===== config.mk =====
export PLATFORM = sky130hd
export DESIGN_NAME = multicycleControl
export DESIGN_NICKNAME = d
export VERILOG_FILES = /design/src/isaPkg.sv /design/src/ctrlPkg.sv /design/src/controlFsm.sv /design/src/aluDecoder.sv /design/src/multicycleControl.sv
export SDC_FILE = /design/constraint.sdc
export NUM_CORES = 1
export LEC_CHECK = 0
export ABC_AREA = 1
export ABC_CLOCK_PERIOD_IN_PS = 3550
export BUFFER_PORTS_ARGS = -buffer_cell sky130_fd_sc_hd__buf_2
export CORE_MARGIN = 2
export CORE_UTILIZATION = 45
export CTS_CLUSTER_DIAMETER = 150
export CTS_CLUSTER_SIZE = 12
export DETAILED_ROUTE_END_ITERATION = 8
export GPL_TIMING_DRIVEN = 0
export PLACE_DENSITY = 0.75
export RECOVER_POWER = 25
export SYNTH_ARGS = -nofsm -noshare
export SYNTH_HDL_FRONTEND = slang
export SYNTH_SLANG_ARGS = --single-unit
export TNS_END_PERCENT = 30

===== constraint.sdc =====
create_clock -name clk -period 3.55 [get_ports clk]
set_input_delay 0.355 -clock clk [delete_from_list [all_inputs] [get_ports clk]]
set_output_delay 0.355 -clock clk [all_outputs]
set_load 0.02 [all_outputs]

===== src/isaPkg.sv =====
package isaPkg;

    // Instruction fields as they come out of the instruction register
    typedef logic [6:0] opcodeT;
    typedef logic [2:0] funct3T;
    typedef logic [6:0] funct7T;

    // Major opcodes handled by the sequencer
    parameter opcodeT opBranch = 7'b1100011;
    parameter opcodeT opJal    = 7'b1101111;
    parameter opcodeT opJalr   = 7'b1100111;
    parameter opcodeT opAuipc  = 7'b0010111;
    parameter opcodeT opImm    = 7'b0010011;
    parameter opcodeT opLoad   = 7'b0000011;
    parameter opcodeT opStore  = 7'b0100011;
    parameter opcodeT opReg    = 7'b0110011;

    // Branch condition in funct3
    parameter funct3T f3Beq = 3'b000;
    parameter funct3T f3Bne = 3'b001;

    // ALU operation in funct3
    // Sub sits on its own code in this core, not on funct7
    parameter funct3T f3Add  = 3'b000;
    parameter funct3T f3Sub  = 3'b100;
    parameter funct3T f3And  = 3'b111;
    parameter funct3T f3Or   = 3'b110;
    parameter funct3T f3Sll  = 3'b001;
    parameter funct3T f3Srl  = 3'b101;
    parameter funct3T f3Slt  = 3'b010;
    parameter funct3T f3Sltu = 3'b011;

    // Alternate operation on the add slot, R-type only
    parameter funct7T f7Alt = 7'b0000001;

    // Operation code seen by the ALU
    typedef enum logic [2:0] {
        aluAnd = 3'b000,
        aluOr  = 3'b001,
        aluAdd = 3'b010,
        aluSrl = 3'b011,
        aluSlt = 3'b100,
        aluAlt = 3'b101,
        aluSub = 3'b110,
        aluSll = 3'b111
    } aluCtrlT;

endpackage


===== src/ctrlPkg.sv =====
package ctrlPkg;

    // Sequencer states, one per datapath step
    typedef enum logic [4:0] {
        sFetch        = 5'd0,
        sDecode       = 5'd1,
        sBeq          = 5'd2,
        sBne          = 5'd3,
        sJalWriteReg  = 5'd4,
        // Shared by JAL and JALR
        sJumpPc       = 5'd5,
        sJalrWriteReg = 5'd6,
        sAuipcExec    = 5'd7,
        sAuipcWb      = 5'd8,
        sImmExec      = 5'd9,
        // Shared by I-type and R-type
        sAluWb        = 5'd10,
        sLoadAdr      = 5'd11,
        sLoadRead     = 5'd12,
        sLoadWb       = 5'd13,
        sStoreAdr     = 5'd14,
        sStoreWrite   = 5'd15,
        sRegExec      = 5'd16
    } stateT;

    // Operation request from the sequencer to the ALU decoder
    typedef enum logic [1:0] {
        aluOpAdd   = 2'b00,
        aluOpSub   = 2'b01,
        aluOpFunct = 2'b10
    } aluOpT;

    // Register file write data select
    typedef enum logic [1:0] {
        selAluOut  = 2'b00,
        selMemData = 2'b01,
        selPc      = 2'b10
    } memToRegT;

    // ALU operand B select
    // Code 10 is not wired in the datapath
    typedef enum logic [1:0] {
        srcBReg  = 2'b00,
        srcBFour = 2'b01,
        srcBImm  = 2'b11
    } srcBT;

    // Immediate generator format
    typedef enum logic [2:0] {
        immI = 3'b000,
        immS = 3'b001,
        immB = 3'b010,
        immJ = 3'b100,
        immU = 3'b101
    } immSelT;

endpackage


===== src/controlFsm.sv =====
`timescale 1ns/1ps

module controlFsm (
    input  logic              clk,
    input  logic              rst,
    input  isaPkg::opcodeT    opCode_i,
    input  isaPkg::funct3T    funct3_i,
    // Datapath mux selects
    output ctrlPkg::memToRegT memToReg_o,
    output logic              regDst_o,
    output logic              iOrD_o,
    output logic              pcSrc_o,
    output ctrlPkg::srcBT     aluSrcB_o,
    output logic              aluSrcA_o,
    // Write enables
    output logic              irWrite_o,
    output logic              memWrite_o,
    output logic              pcWrite_o,
    output logic              regWrite_o,
    // Branch condition flags
    output logic              branchEq_o,
    output logic              branchNe_o,
    output ctrlPkg::immSelT   immSel_o,
    // Request to the ALU decoder
    output ctrlPkg::aluOpT    aluOp_o
);

    import isaPkg::*;
    import ctrlPkg::*;

    stateT state;
    stateT stateNext;

    // State register
    always_ff @(posedge clk or posedge rst)
    begin
        if (rst)
        begin
            state <= sFetch;
        end
        else
        begin
            state <= stateNext;
        end
    end

    // Next state
    always_comb
    begin
        case (state)
            sFetch:
                stateNext = sDecode;
            sDecode:
            begin
                // Branch on opcode, branches also look at funct3
                case (opCode_i)
                    opBranch:
                    begin
                        if (funct3_i == f3Beq)
                            stateNext = sBeq;
                        else if (funct3_i == f3Bne)
                            stateNext = sBne;
                        else
                            stateNext = sFetch;
                    end
                    opJal:   stateNext = sJalWriteReg;
                    opJalr:  stateNext = sJalrWriteReg;
                    opAuipc: stateNext = sAuipcExec;
                    opImm:   stateNext = sImmExec;
                    opLoad:  stateNext = sLoadAdr;
                    opStore: stateNext = sStoreAdr;
                    opReg:   stateNext = sRegExec;
                    // Unknown opcode parks here until reset
                    default: stateNext = sDecode;
                endcase
            end
            sJalWriteReg, sJalrWriteReg:
                stateNext = sJumpPc;
            sAuipcExec:
                stateNext = sAuipcWb;
            sImmExec, sRegExec:
                stateNext = sAluWb;
            sLoadAdr:
                stateNext = sLoadRead;
            sLoadRead:
                stateNext = sLoadWb;
            sStoreAdr:
                stateNext = sStoreWrite;
            // Last step of every chain, plus unused encodings
            default:
                stateNext = sFetch;
        endcase
    end

    // Control table, Moore outputs only
    always_comb
    begin
        // Idle values, each state overrides what it needs
        memToReg_o = selAluOut;
        regDst_o   = 1'b0;
        iOrD_o     = 1'b0;
        pcSrc_o    = 1'b0;
        aluSrcB_o  = srcBReg;
        aluSrcA_o  = 1'b0;
        irWrite_o  = 1'b0;
        memWrite_o = 1'b0;
        pcWrite_o  = 1'b0;
        regWrite_o = 1'b0;
        branchEq_o = 1'b0;
        branchNe_o = 1'b0;
        immSel_o   = immI;
        aluOp_o    = aluOpAdd;
        case (state)
            sFetch:
            begin
                // PC + 4 and latch the instruction
                aluSrcB_o = srcBFour;
                irWrite_o = 1'b1;
                pcWrite_o = 1'b1;
            end
            sDecode:
            begin
                // Precompute branch target in ALUOut
                aluSrcB_o = srcBImm;
                immSel_o  = immB;
            end
            sBeq, sBne:
            begin
                // rs1 - rs2, PC takes target on condition
                pcSrc_o    = 1'b1;
                aluSrcA_o  = 1'b1;
                aluOp_o    = aluOpSub;
                branchEq_o = (state == sBeq);
                branchNe_o = (state == sBne);
                immSel_o   = immB;
            end
            sJalWriteReg:
            begin
                // rd gets PC while ALU forms PC + imm
                memToReg_o = selPc;
                regDst_o   = 1'b1;
                aluSrcB_o  = srcBImm;
                regWrite_o = 1'b1;
                immSel_o   = immJ;
            end
            sJalrWriteReg:
            begin
                // Same as JAL but the base is rs1
                memToReg_o = selPc;
                regDst_o   = 1'b1;
                aluSrcA_o  = 1'b1;
                aluSrcB_o  = srcBImm;
                regWrite_o = 1'b1;
            end
            sJumpPc:
            begin
                // Load jump target from ALUOut
                pcSrc_o   = 1'b1;
                aluSrcB_o = srcBFour;
                pcWrite_o = 1'b1;
                immSel_o  = immJ;
            end
            sAuipcExec:
            begin
                aluSrcB_o = srcBImm;
                immSel_o  = immU;
            end
            sAuipcWb:
            begin
                regDst_o   = 1'b1;
                aluSrcA_o  = 1'b1;
                regWrite_o = 1'b1;
                immSel_o   = immU;
            end
            sImmExec:
            begin
                aluSrcA_o = 1'b1;
                aluSrcB_o = srcBImm;
                aluOp_o   = aluOpFunct;
            end
            sRegExec:
            begin
                aluSrcA_o = 1'b1;
                aluOp_o   = aluOpFunct;
            end
            sAluWb:
            begin
                regDst_o   = 1'b1;
                aluSrcA_o  = 1'b1;
                aluSrcB_o  = srcBImm;
                regWrite_o = 1'b1;
                aluOp_o    = aluOpFunct;
            end
            sLoadAdr:
            begin
                // rs1 + offset
                aluSrcA_o = 1'b1;
                aluSrcB_o = srcBImm;
            end
            sLoadRead:
            begin
                // Memory addressed by ALUOut
                iOrD_o    = 1'b1;
                aluSrcA_o = 1'b1;
                aluSrcB_o = srcBImm;
            end
            sLoadWb:
            begin
                memToReg_o = selMemData;
                regDst_o   = 1'b1;
                iOrD_o     = 1'b1;
                aluSrcA_o  = 1'b1;
                aluSrcB_o  = srcBImm;
                regWrite_o = 1'b1;
            end
            sStoreAdr:
            begin
                aluSrcA_o = 1'b1;
                aluSrcB_o = srcBImm;
                immSel_o  = immS;
            end
            sStoreWrite:
            begin
                // rs2 goes to memory at ALUOut
                iOrD_o     = 1'b1;
                aluSrcA_o  = 1'b1;
                aluSrcB_o  = srcBImm;
                memWrite_o = 1'b1;
                immSel_o   = immS;
            end
            default:
            begin
                // Unused encodings keep the idle values
            end
        endcase
    end

endmodule


===== src/aluDecoder.sv =====
`timescale 1ns/1ps

module aluDecoder (
    input  logic            clk,
    input  logic            rst,
    input  isaPkg::opcodeT  opCode_i,
    input  isaPkg::funct3T  funct3_i,
    input  isaPkg::funct7T  funct7_i,
    // Operation request from the sequencer
    input  ctrlPkg::aluOpT  aluOp_i,
    output isaPkg::aluCtrlT aluControl_o
);

    import isaPkg::*;
    import ctrlPkg::*;

    aluCtrlT functDecode;
    aluCtrlT functReg;

    // Decode of the current funct fields
    always_comb
    begin
        case (funct3_i)
            f3Add:
            begin
                // Alternate op only for register-register form
                if ((opCode_i == opReg) && (funct7_i == f7Alt))
                    functDecode = aluAlt;
                else
                    functDecode = aluAdd;
            end
            f3Sub:
                functDecode = aluSub;
            f3And:
                functDecode = aluAnd;
            f3Or:
                functDecode = aluOr;
            f3Sll:
                functDecode = aluSll;
            f3Srl:
                functDecode = aluSrl;
            // Signed and unsigned compare share one ALU code
            f3Slt, f3Sltu:
                functDecode = aluSlt;
            default:
                functDecode = aluAdd;
        endcase
    end

    // Sampled every edge, fields are stable well before execute
    always_ff @(posedge clk or posedge rst)
    begin
        if (rst)
        begin
            functReg <= aluAnd;
        end
        else
        begin
            functReg <= functDecode;
        end
    end

    // Fixed add or subtract, else the registered funct decode
    always_comb
    begin
        case (aluOp_i)
            aluOpAdd:   aluControl_o = aluAdd;
            aluOpSub:   aluControl_o = aluSub;
            aluOpFunct: aluControl_o = functReg;
            default:    aluControl_o = aluAdd;
        endcase
    end

endmodule


===== src/multicycleControl.sv =====
`timescale 1ns/1ps

module multicycleControl (
    input  logic              clk,
    input  logic              rst,
    // Fields of the current instruction, held for the whole instruction
    input  isaPkg::opcodeT    opCode_i,
    input  isaPkg::funct3T    funct3_i,
    input  isaPkg::funct7T    funct7_i,
    // Datapath mux selects
    output ctrlPkg::memToRegT memToReg_o,
    output logic              regDst_o,
    output logic              iOrD_o,
    output logic              pcSrc_o,
    output ctrlPkg::srcBT     aluSrcB_o,
    output logic              aluSrcA_o,
    // Write enables
    output logic              irWrite_o,
    output logic              memWrite_o,
    output logic              pcWrite_o,
    output logic              regWrite_o,
    // Branch flags and immediate format
    output logic              branchEq_o,
    output logic              branchNe_o,
    output ctrlPkg::immSelT   immSel_o,
    // ALU operation
    output isaPkg::aluCtrlT   aluControl_o
);

    import ctrlPkg::*;

    // Sequencer to ALU decoder request
    aluOpT aluOp;

    // State sequencer and control table
    controlFsm i_controlFsm (
        .clk        (clk),
        .rst        (rst),
        .opCode_i   (opCode_i),
        .funct3_i   (funct3_i),
        .memToReg_o (memToReg_o),
        .regDst_o   (regDst_o),
        .iOrD_o     (iOrD_o),
        .pcSrc_o    (pcSrc_o),
        .aluSrcB_o  (aluSrcB_o),
        .aluSrcA_o  (aluSrcA_o),
        .irWrite_o  (irWrite_o),
        .memWrite_o (memWrite_o),
        .pcWrite_o  (pcWrite_o),
        .regWrite_o (regWrite_o),
        .branchEq_o (branchEq_o),
        .branchNe_o (branchNe_o),
        .immSel_o   (immSel_o),
        .aluOp_o    (aluOp)
    );

    // Funct decode and ALU code select
    aluDecoder i_aluDecoder (
        .clk          (clk),
        .rst          (rst),
        .opCode_i     (opCode_i),
        .funct3_i     (funct3_i),
        .funct7_i     (funct7_i),
        .aluOp_i      (aluOp),
        .aluControl_o (aluControl_o)
    );

endmodule


* Word level (Yosys, flattened, before mapping)
Cells that the tools add are included.
** Word-level totals
- Bits in registers :: 8
- Input bits :: 19
- Output and inout port bits :: 20
- Word-level logic and storage cells :: 74
** Cells by class
- Equality and inequality tests :: 34
- Mux-type cells :: 20
- Reduce and logical (&&, ||, !) cells :: 18
** Operators by type and width (number)
- case mux 5 bit (8 select lines) :: 2
- == test 5 x 4 -> 1 bit (second input constant) :: 8
- == test 7 bit (second input constant) :: 3
- case mux 3 bit (7 select lines) :: 1
- == test 5 x 3 -> 1 bit (second input constant) :: 4
- OR reduction 2 bit :: 8
- == test 7 x 5 -> 1 bit (second input constant) :: 2
- == test 7 x 6 -> 1 bit (second input constant) :: 2
- == test 3 bit (second input constant) :: 4
- case mux 2 bit (2 select lines) :: 3
- case mux 3 bit (4 select lines) :: 1
- OR reduction 12 bit :: 1
- OR reduction 3 bit :: 4
- OR reduction 11 bit :: 1
- == test 5 x 2 -> 1 bit (second input constant) :: 2
- two-way mux 1 bit :: 9
- == test 7 x 1 -> 1 bit (second input constant) :: 1
- == test 7 x 2 -> 1 bit (second input constant) :: 1
- == test 3 x 2 -> 1 bit (second input constant) :: 2
- case mux 3 bit (2 select lines) :: 1
- == test 5 x 1 -> 1 bit (second input constant) :: 1
- == test 5 bit (second input constant) :: 1
- zero test 5 bit :: 1
- two-way mux 5 bit :: 1
- other kinds (8) :: 8

* Depth between registers and ports, before layout
Gate-level depths: netlist of run 1.
- Word-level depth :: 5
- Depth in mapped cells :: 11
- Depth with buffers taken out :: 11

* Modules after synthesis
Synthesis of run 1 repeated with hierarchy kept, for this count alone.
** Unflattened totals
- Cell total of the unflattened synthesis :: 177
- Area, all modules :: 1008.5 µm²
** Modules (own cells, without submodules)
- controlFsm :: instances 1, cells an instance 125, area each 681.9 µm², seq. area each 125.1 µm²
- aluDecoder :: instances 1, cells an instance 52, area each 326.6 µm², seq. area each 75.1 µm²

* Worst setup path before layout of run 1
No wires, ideal clock.
- Path kind :: reg-to-output
- Start :: register i_controlFsm.state[3]
- End :: output port aluControl_o[2]
- Arrival :: 1553 ps
- Required time :: 3195 ps
- Slack :: 1642 ps
- Cell stages (with the launch flop) :: 11
- Buffers on the path :: 0
- Path through :: dfrtp_1 > inv_2 > nor2_4 > nand2_2 > inv_4 > nand2_2 > nand2_2 > a21oi_2 > inv_2 > ha_1 > nor2_1
** On the way
- Longest elaborated chain between the ends :: 5
- Elaborated cells on any way between the ends :: 11
- Those cells by class :: eq/ne (7); mux (2); reduce/logical (2)
** Ends and longest elaborated chain
- start: declaration :: line controlFsm.sv:31 : stateT state;
- start signal: assignment :: line controlFsm.sv:39 : state <= sFetch;
- start signal: assignment :: line controlFsm.sv:43 : state <= stateNext;
- == test 5 x 4 -> 1 bit, or another cell as far along :: line controlFsm.sv:113 : case (state)
- OR reduction 3 bit (no source line) or OR reduction 2 bit (tied branches)
- case mux 2 bit (2 select lines) * :: line controlFsm.sv:113
- == test 2 bit or == test 2 x 1 -> 1 bit (tied branches) :: line aluDecoder.sv:66 : case (aluOp_i)
- case mux 3 bit (2 select lines) * :: line aluDecoder.sv:66
- end: declaration :: line multicycleControl.sv:27 : output isaPkg::aluCtrlT aluControl_o
Mark *: on every way between the ends. The rest lies on a longest branch, timed or not.

* Worst setup path after layout of run 1
- Start :: register i_controlFsm.state[3]
- End :: output port aluControl_o[1]
Same word-level chain as after synthesis.

==> results of run 1 <==
## metal layers
metal / wire length [um] / vias up / track usage (%) / share of wire, %
met5: 0 / - / 0 / 0
met4: 15 / 0 / 9.91 / 0.64
met3: 98 / 2 / 2.98 / 4.2
met2: 1350 / 29 / 39.0 / 57
met1: 898 / 512 / 21.0 / 38
li1: - / 580 / - / -
## cells in the mapped netlist
library cell	instances
sky130_fd_sc_hd__o211ai_1	1
sky130_fd_sc_hd__nand3b_1	1
sky130_fd_sc_hd__a21boi_0	1
sky130_fd_sc_hd__nand2_2	4
sky130_fd_sc_hd__nor2_8	1
sky130_fd_sc_hd__o21ai_1	1
sky130_fd_sc_hd__buf_4	1
sky130_fd_sc_hd__nor3_1	4
sky130_fd_sc_hd__nand2_4	1
sky130_fd_sc_hd__nand3_1	11
sky130_fd_sc_hd__nor2_4	5
sky130_fd_sc_hd__nand4_1	3
sky130_fd_sc_hd__nor3_2	1
sky130_fd_sc_hd__nor2_1	23
sky130_fd_sc_hd__inv_2	11
sky130_fd_sc_hd__a211o_1	1
sky130_fd_sc_hd__a21oi_2	1
sky130_fd_sc_hd__inv_4	2
sky130_fd_sc_hd__nand3_2	1
sky130_fd_sc_hd__or2_2	1
sky130_fd_sc_hd__inv_1	14
sky130_fd_sc_hd__nor4_2	1
sky130_fd_sc_hd__nor3b_2	1
sky130_fd_sc_hd__nor2_2	8
sky130_fd_sc_hd__nand2_1	41
sky130_fd_sc_hd__ha_1	2
sky130_fd_sc_hd__o21ai_0	6
sky130_fd_sc_hd__dfrtp_1	8
sky130_fd_sc_hd__a21oi_1	2
## worst register-to-register path, delay by kind of cell (launching register included)
| family | cells | cell delay (ns) |
|---|---|---|
| and+or+nand+nor | 4 | 0.60 |
| DFF | 1 | 0.47 |
| buffers and inverters | 1 | 0.07 |
## final timing paths
path	startpoint	end	slack [ns]	cells after the start
worst max-delay path	i_controlFsm.state[3]	aluControl_o[1]	1.15	11
worst min-delay path	rst	i_controlFsm.state[4]	0.03	2
worst max register to register	i_controlFsm.state[2]	i_controlFsm.state[4]	2.31	5
worst min register to register	i_controlFsm.state[4]	i_controlFsm.state[4]	0.67	3
max in group asynchronous	rst	i_controlFsm.state[3]	3.31	2
min in group clk	opCode_i[4]	i_controlFsm.state[4]	0.40	3
## per-stage QoR
stage / cell area, um^2 / hold slack [ns] / util, %
after global placement: 1200 / 0.290 / 59.8
after CTS: 1220 / 0.0295 / 60.9
after floorplan: 972 / 0.171 / -
final: 1210 / 0.0297 / 60.6
after global routing: 1210 / 0.0467 / 60.6
after detailed placement: 1200 / 0.295 / 59.8
## final cells by class
class / count / share of cell area, %
multi-input cells: 122 / 53.8
flip-flops and latches: 8 / 16.5
repair buffers: 38 / 15.7
inverters: 27 / 8.76
well taps: 27 / 2.78
clock buffers: 3 / 1.86
plain buffers: 1 / 0.619
## registers in the layout, indices dropped and copies added, names as in the netlist
name,flops
i_aluDecoder.functReg,3
i_controlFsm.state,5
## logic make-up after synthesis
logic type | synth area share (%)
adder cells (fa/ha/maj) | 2.57
flip-flops | 20.6
buffers and inverters | 11.7
AND/OR/NAND/NOR | 57.1
AO/OA/AOI/OAI | 7.98
## power groups by stage
stage | Sequential, W | Combinational (W) | Clock (W)
floorplan | 0.000130 | 0.000328 | 0
global placement | 0.000135 | 0.000427 | 0
detailed placement | 0.000135 | 0.000442 | 0
CTS | 0.000134 | 0.000443 | 0.0000689
global route | 0.000137 | 0.000484 | 0.0000729
finish | 0.000134 | 0.000441 | 0.0000663
==> flow_results.org, run 1 <==
** Synth
- After technology mapping, the gate count stands at 158.
- The synthesized design spends more area on one cell type than any other, namely sky130_fd_sc_hd__dfrtp_1.
- Net count of the mapped netlist :: 179
- Counting distinct cell types in the post-synthesis netlist gives 29.
- Mean post-synth cell area :: 6.15 um^2
- Top cells by area in the synthesized netlist :: sky130_fd_sc_hd__dfrtp_1, sky130_fd_sc_hd__nand2_1, sky130_fd_sc_hd__nor2_1, sky130_fd_sc_hd__nor2_4, sky130_fd_sc_hd__nand3_1
- Share of the synthesized area in the top cell type :: 20.6%
- The mapped netlist covers 972 um^2.
- For this run, the number of Yosys warnings is 0.
- Synthesis inferred 8 register bits.
- Sequential-to-total area share from yosys stat :: between 20% and 30%

** Flow run
- Across the run, the number of max-cap violations was 0.

** Placement
- Cell count after placement :: 223
- # port buffers :: 38
- Before CTS, the worst setup slack after placement is 1.42 ns.
- Final HPWL DP :: slightly above 2 mm
- The congestion estimate from routability-driven global placement came to 0.909.

** Timing
- In the finished design, the share of the clock period the worst path needs comes to about two thirds.
- Tightest slew margin relative to the limit :: between 70 and 80%
- For this run, the top clock speed supported by timing is approximately 420 MHz.
- The count of pins over their slew limit was 0.
- Slew at the pin closest to its max-slew limit :: roughly 0.30 ns
- RSZ-0062 raised after global routing :: no
- Clock tree skew after final layout :: 0.000979 ns
- In the post-route analysis, the smallest setup slack over all paths is 1.15 ns.
- The final number of hold-violating endpoints was 0.
- The clock period could shrink to 2.40 ns.
- Setup violations remaining at the end of the flow were counted as 0.
- Setup total negative slack on the finished layout was measured at 0 ns.

** Pwr
- The analysis attributes to net switching a power of 0.000351 W.
- Total power for the finished layout comes to 0.000641 W.
- Switching part of the total power :: a little over half
- Part of the power in registers :: 20.9%
- Per report_power, the combinational group accounts for between 60% and 70% of the total.
- Clock network fraction of total power :: 10.3%
- The internal portion of the total power is 0.000290 W.
- IR analysis of the VDD net gives a maximum drop of 0.215 mV.
- For this design the static power due to leakage is 0.734 nW.
- Power density cells :: 528 nW/um^2

** Routing
- Detailed-routing iteration count for the pre-antenna-repair pass :: 4
- After detailed routing, the number of remaining DRC violations is 0.
- DR iter-0 viols :: 11
- After detailed routing, the number of vias per cell comes to ~5.0.
- After detailed routing, the average wire length per cell comes to about 10 um.
- The final route contains approximately 1100 vias.
- Antenna violation net count after detailed routing :: 0
- Total length of routed wires :: between 2 and 2.5 mm

** Floorplan
- Die Span Y :: between 50 and 60 um
- Starting density of the core :: 48.6%
- Die area :: around 2500 um^2
- Number of primary I/O pins :: 39
- Floorplan Core Area :: 2000 um^2
- The floorplan has 16 rows.
- From left edge to right edge, the die measures 50.5 um.

** Global routing
- The total overflow left after global routing is 0.
- The via count of the first global-routing pass came to ~1100.
- Largest net degree at the start of global routing :: 9
- Antenna violations before repair :: 0
- In the global route stage, overall resource usage came out at 20.3%.
- Wire length of the first global-routing pass :: 4.07 mm

** CTS
- After clock tree synthesis, the clock-pin slew on the worst setup and hold paths is 0.05 ns.
- CTS built an H-tree with a depth of 1.
- TritonCTS clock tree :: done
- CTS sink count :: 8
- Insertion delay to the later sink of the worst-skew pair :: 0.24 ns
- After clock tree synthesis, the flow added hold-fix buffers numbering 0.
- CTS placed an instance of sky130_fd_sc_hd__clkbuf_4 at the clock tree root.
- No sink is reached through more buffers than the 2 on the longest clock path.
- In this run, post-CTS repair resized a total of 0 instances.
- Buffers inserted during clock tree synthesis total 3.
- Once the clock tree was built, the setup fixing pass inserted 0 buffers.

** Cells and area
- Fill cells in the final layout number 206.
- In the final layout, the multi-input gates occupy 653 um^2.
- In the final design database the tool counted 222 nets.
- Commonest non-fill, non-tap cells in the layout :: sky130_fd_sc_hd__nand2_1, sky130_fd_sc_hd__buf_2, sky130_fd_sc_hd__nor2_1
- Count of antenna diodes in the layout :: 0
- Number of non-filler instances in the completed layout :: 226
- Register cell area after layout :: ~200 um^2
- Cells with a size suffix above 1 make up 39.7% of the layout.
- Relative to the synthesized area, the layout overhead comes to 24.8%.
- Most common cell after layout, fill and taps aside :: sky130_fd_sc_hd__nand2_1

** Hold path
- Class of the worst hold path :: in2async

** Critical path
- Together, buffers and inverters on the worst path number 4.
- In this design, the stage delay of the slowest critical-path cell is 0.47 ns.
- Startpoint type of the worst setup path :: flip-flop
- The most numerous cell type found on the critical path is sky130_fd_sc_hd__nand2_2.
- By startpoint and endpoint, the worst setup path is classified as reg2out.
- Largest delay contributor family on the critical path :: flip-flops
- Data arrives at the worst endpoint at ~2 ns.
- Chain of cells forming the critical path :: inv_2 > nor2_4 > nand2_2 > inv_4 > nand2_2 > nand2_2 > a21oi_2 > inv_2 > ha_1 > a211o_1 > buf_2
- CP max stage cell :: sky130_fd_sc_hd__dfrtp_1
- For the worst setup path, the data required time is 3.19 ns.
- Along the worst path, the maximum fanout reaches 6.
- Type of destination of the critical path :: output pin

** Status
- Result of the run :: finished clean
No activity file was read; power rests on OpenSTA's default activity.
==> run 2, diff against run 1 <==
--- a/config.mk
+++ b/config.mk
@@ -6,10 +6,10 @@
 export NUM_CORES = 1
 export LEC_CHECK = 0
 export ABC_AREA = 1
-export ABC_CLOCK_PERIOD_IN_PS = 3550
+export ABC_CLOCK_PERIOD_IN_PS = 2100
 export BUFFER_PORTS_ARGS = -buffer_cell sky130_fd_sc_hd__buf_2
 export CORE_MARGIN = 2
-export CORE_UTILIZATION = 45
+export CORE_UTILIZATION = 43
 export CTS_CLUSTER_DIAMETER = 150
 export CTS_CLUSTER_SIZE = 12
 export DETAILED_ROUTE_END_ITERATION = 8
==> constraint.sdc (replaced) <==
create_clock -name clk -period 2.1 [get_ports clk]
set_input_delay 0.21 -clock clk [delete_from_list [all_inputs] [get_ports clk]]
set_output_delay 0.21 -clock clk [all_outputs]
set_load 0.02 [all_outputs]
==> flow_results.org, run 2 (same netlist as run 1, synthesis figures left out) <==
** Placement
- Final HPWL DP :: between 1.5 and 2 mm
- Placed cell areas :: 1200 um^2
- # port buffers :: 38
- Timing analysis after detailed placement gives a worst setup slack of 0.170 ns.
- Final GP Congestion :: 0.861

** Routing
- For this block, the initial DRC count from the detailed router was 19.
- Across all layers, the routed design uses 1152 vias.
- The final layout contains routed wiring with a total length of ~2.4 mm.
- In the final routed layout, each cell accounts on average for 10.4 um.
- In the routed design, unresolved DRC markers number 0.
- Antenna violation net count after detailed routing :: 0
- In the routed layout, each cell is associated on average with a via count of 4.92.
- Detailed-routing iteration count for the pre-antenna-repair pass :: 4

** Floorplan
- Row count :: 17
- From left edge to right edge, the die measures 51.6 um.
- Floorplan Core Area :: 2170 um^2
- Number of primary I/O pins :: 39
- Die area :: 2660 um^2
- Starting density of the core :: 44.8%
- Die Span Y :: 51.6 um

** Hold path
- Min-Delay Startpoint :: opCode_i[4]
- Worst hold stages :: 3
- Hold Path Sink :: i_controlFsm.state[4]
- Class of the worst hold path :: in2reg

** Cells and area
- P&R area growth vs syn :: 37.2%
- In the final layout, the registers with the most flip-flops are i_controlFsm.state: 5 flops, i_aluDecoder.functReg: 3 flops.
- Counting the fill cells in the layout gives 213.
- The register with the most flip-flops in the layout has 5 of them.
- Counting flops per register, the top entry is i_controlFsm.state.
- The top cell types in the final layout, fill and taps aside, are sky130_fd_sc_hd__nand2_1, sky130_fd_sc_hd__buf_2, sky130_fd_sc_hd__nor2_1.
- In the final design database the tool counted about 230 nets.
- Most common cell after layout, fill and taps aside :: sky130_fd_sc_hd__nand2_1
- Cells fill 61.5% of the core in the end.
- Cells with a size suffix above 1 make up a little under half of the layout.
- Fin area :: ~1300 um^2
- Count of antenna diodes in the layout :: 0

** CTS
- CTS sink count :: 8
- After clock tree synthesis, the clock-pin slew on the worst setup and hold paths is 0.05 ns.
- TritonCTS clock tree :: done
- The tree is rooted in a sky130_fd_sc_hd__clkbuf_4.
- No sink is reached through more buffers than the 2 on the longest clock path.
- # H-tree levels :: 1
- Insertion delay to the later sink of the worst-skew pair :: 0.25 ns
- Num CTS Buffers :: 3

** Timing
- The routed design could run at a clock period as short as 2.06 ns.
- RSZ-0062 raised after global routing :: yes
- The count of pins over their slew limit is 0.
- Max Clk Rate :: 486 MHz
- Setup TNS Final :: 0 ns
- Clock tree skew after final layout :: around 0.0024 ns
- Setup violations remaining at the end of the flow were counted as 0.
- Measured against its own limit, the worst slew margin works out to 81.8%.
- Post-route fraction of the period consumed by the critical path :: a little over nine tenths
- Slew at the pin closest to its max-slew limit :: 0.273 ns
- Hold Violations, Final :: 0
- Once routing completed, OpenROAD measured the worst setup slack at 0.0418 ns.

** Pwr
- Leakage power :: 0.780 nW
- The worst-case IR drop observed on VDD is roughly 0.44 mV.
- Of the total power, the share spent switching nets is 53.1%.
- Dividing total power by cell area gives a power density of about 880 nW/um^2.
- Gate power share :: a little over two thirds
- Per report_power, the clock group accounts for 9.6% of the total.
- Overall Power :: 0.00117 W
- For this design the total switching power over the nets is a little over 0.0006 W.
- Part of the power in registers :: 19.9%
- Internal power :: roughly 0.00055 W

** Global routing
- The via count of the first global-routing pass came to between 1000 and 1500.
- Wire length of the first global-routing pass :: approximately 3.8 mm
- Global-route usage over all layers :: 18.7%
- Entering global routing, the biggest net connects 9 pins.
- Overflow left after global routing :: 0
- Antenna violations before repair :: 0

** Critical path
- Crit-path max FO :: 4
- Maximum cell stage delay along the critical path :: roughly 0.45 ns
- STA puts the critical path data required time at 1.89 ns.
- Data on the critical path arrives at its endpoint at 1.85 ns.
- Worst setup slack for register-to-register paths :: 0.83 ns
- Startpoint type of the worst setup path :: flip-flop
- The slowest stage of the critical path belongs to the cell sky130_fd_sc_hd__dfrtp_2.
- Chain of cells forming the critical path :: inv_2 > nor2_4 > nand2_2 > inv_4 > nand2_4 > nand2_4 > a21oi_4 > inv_2 > ha_4 > a211o_1 > buf_6
- In this run the critical register-to-register path is launched from i_controlFsm.state[2].
- Reg2Reg Depth :: 8
- Worst Path Class, Setup :: reg2out
- In this run the critical register-to-register path is captured at i_controlFsm.state[2].
- Type of destination of the critical path :: output pin

** Status
- The run finished with clean final reports.

** Flow run
- The tool flagged a number of max-cap violations equal to 0.
[run 2: worst max-delay path, delay by kind of cell (launching register included)]
kind	cells	cell delay, ns
flops	1	0.45
compound gates	2	0.36
buf+inv	4	0.33
simple gates	4	0.25
fa+ha+maj	1	0.21
[run 2: worst max-delay path by stage]
stage,startpoint,end,slack (ns)
after floorplan,i_controlFsm.state[3],aluControl_o[2],0.34
after global placement,i_controlFsm.state[2],aluControl_o[1],0.18
after detailed placement,i_controlFsm.state[3],aluControl_o[1],0.17
after CTS,i_controlFsm.state[3],aluControl_o[1],0.0008
after global routing,i_controlFsm.state[3],aluControl_o[1],-0.03
final,i_controlFsm.state[3],aluControl_o[1],0.04
[run 2: per-stage QoR]
stage,hold slack [ns],std cells
after floorplan,0.0257,158
after global placement,0.151,224
after detailed placement,0.153,224
after CTS,0.228,232
after global routing,0.240,234
final,0.235,234
[run 2: cell type report]
cell class                      count  area [um^2]  area share [%]
Multi-Input combinational cell    122          706            52.9
Timing Repair Buffer               45          251            18.9
Sequential cell                     8          205            15.4
Inverter                           27          106            7.97
Tap cell                           28         35.0            2.63
Clock buffer                        3         22.5            1.69
Buffer                              1         7.51           0.563
[run 2: per-layer routing]
| metal | vias up | GRT usage (%) | share of wire (%) |
|---|---|---|---|
| met4 | 0 | 11.4 | 2.4 |
| met1 | 509 | 20.4 | 38 |
| met5 | - | 0 | 0 |
| met3 | 6 | 0.575 | 5.2 |
| met2 | 44 | 35.5 | 54 |
| li1 | 593 | - | - |
[run 2: power groups by stage]
stage	logic (W)	clock network, W	registers, W
3_5_place_dp	0.000729	0	0.000228
5_1_grt	0.000903	0.000130	0.000236
4_1_cts	0.000792	0.000116	0.000231
3_3_place_gp	0.000720	0	0.000227
6_report	0.000828	0.000113	0.000233
2_1_floorplan	0.000554	0	0.000220
[run 2: timing repair]
action | in CTS | in global routing
buffers inserted | 4 | 2
resized for setup | 9 | 5
pin swaps | 2 | 1
endpoints found under the hold margin | 8 | 0
setup endpoints to repair | 2 | 1
hold buffers | 1 | 0
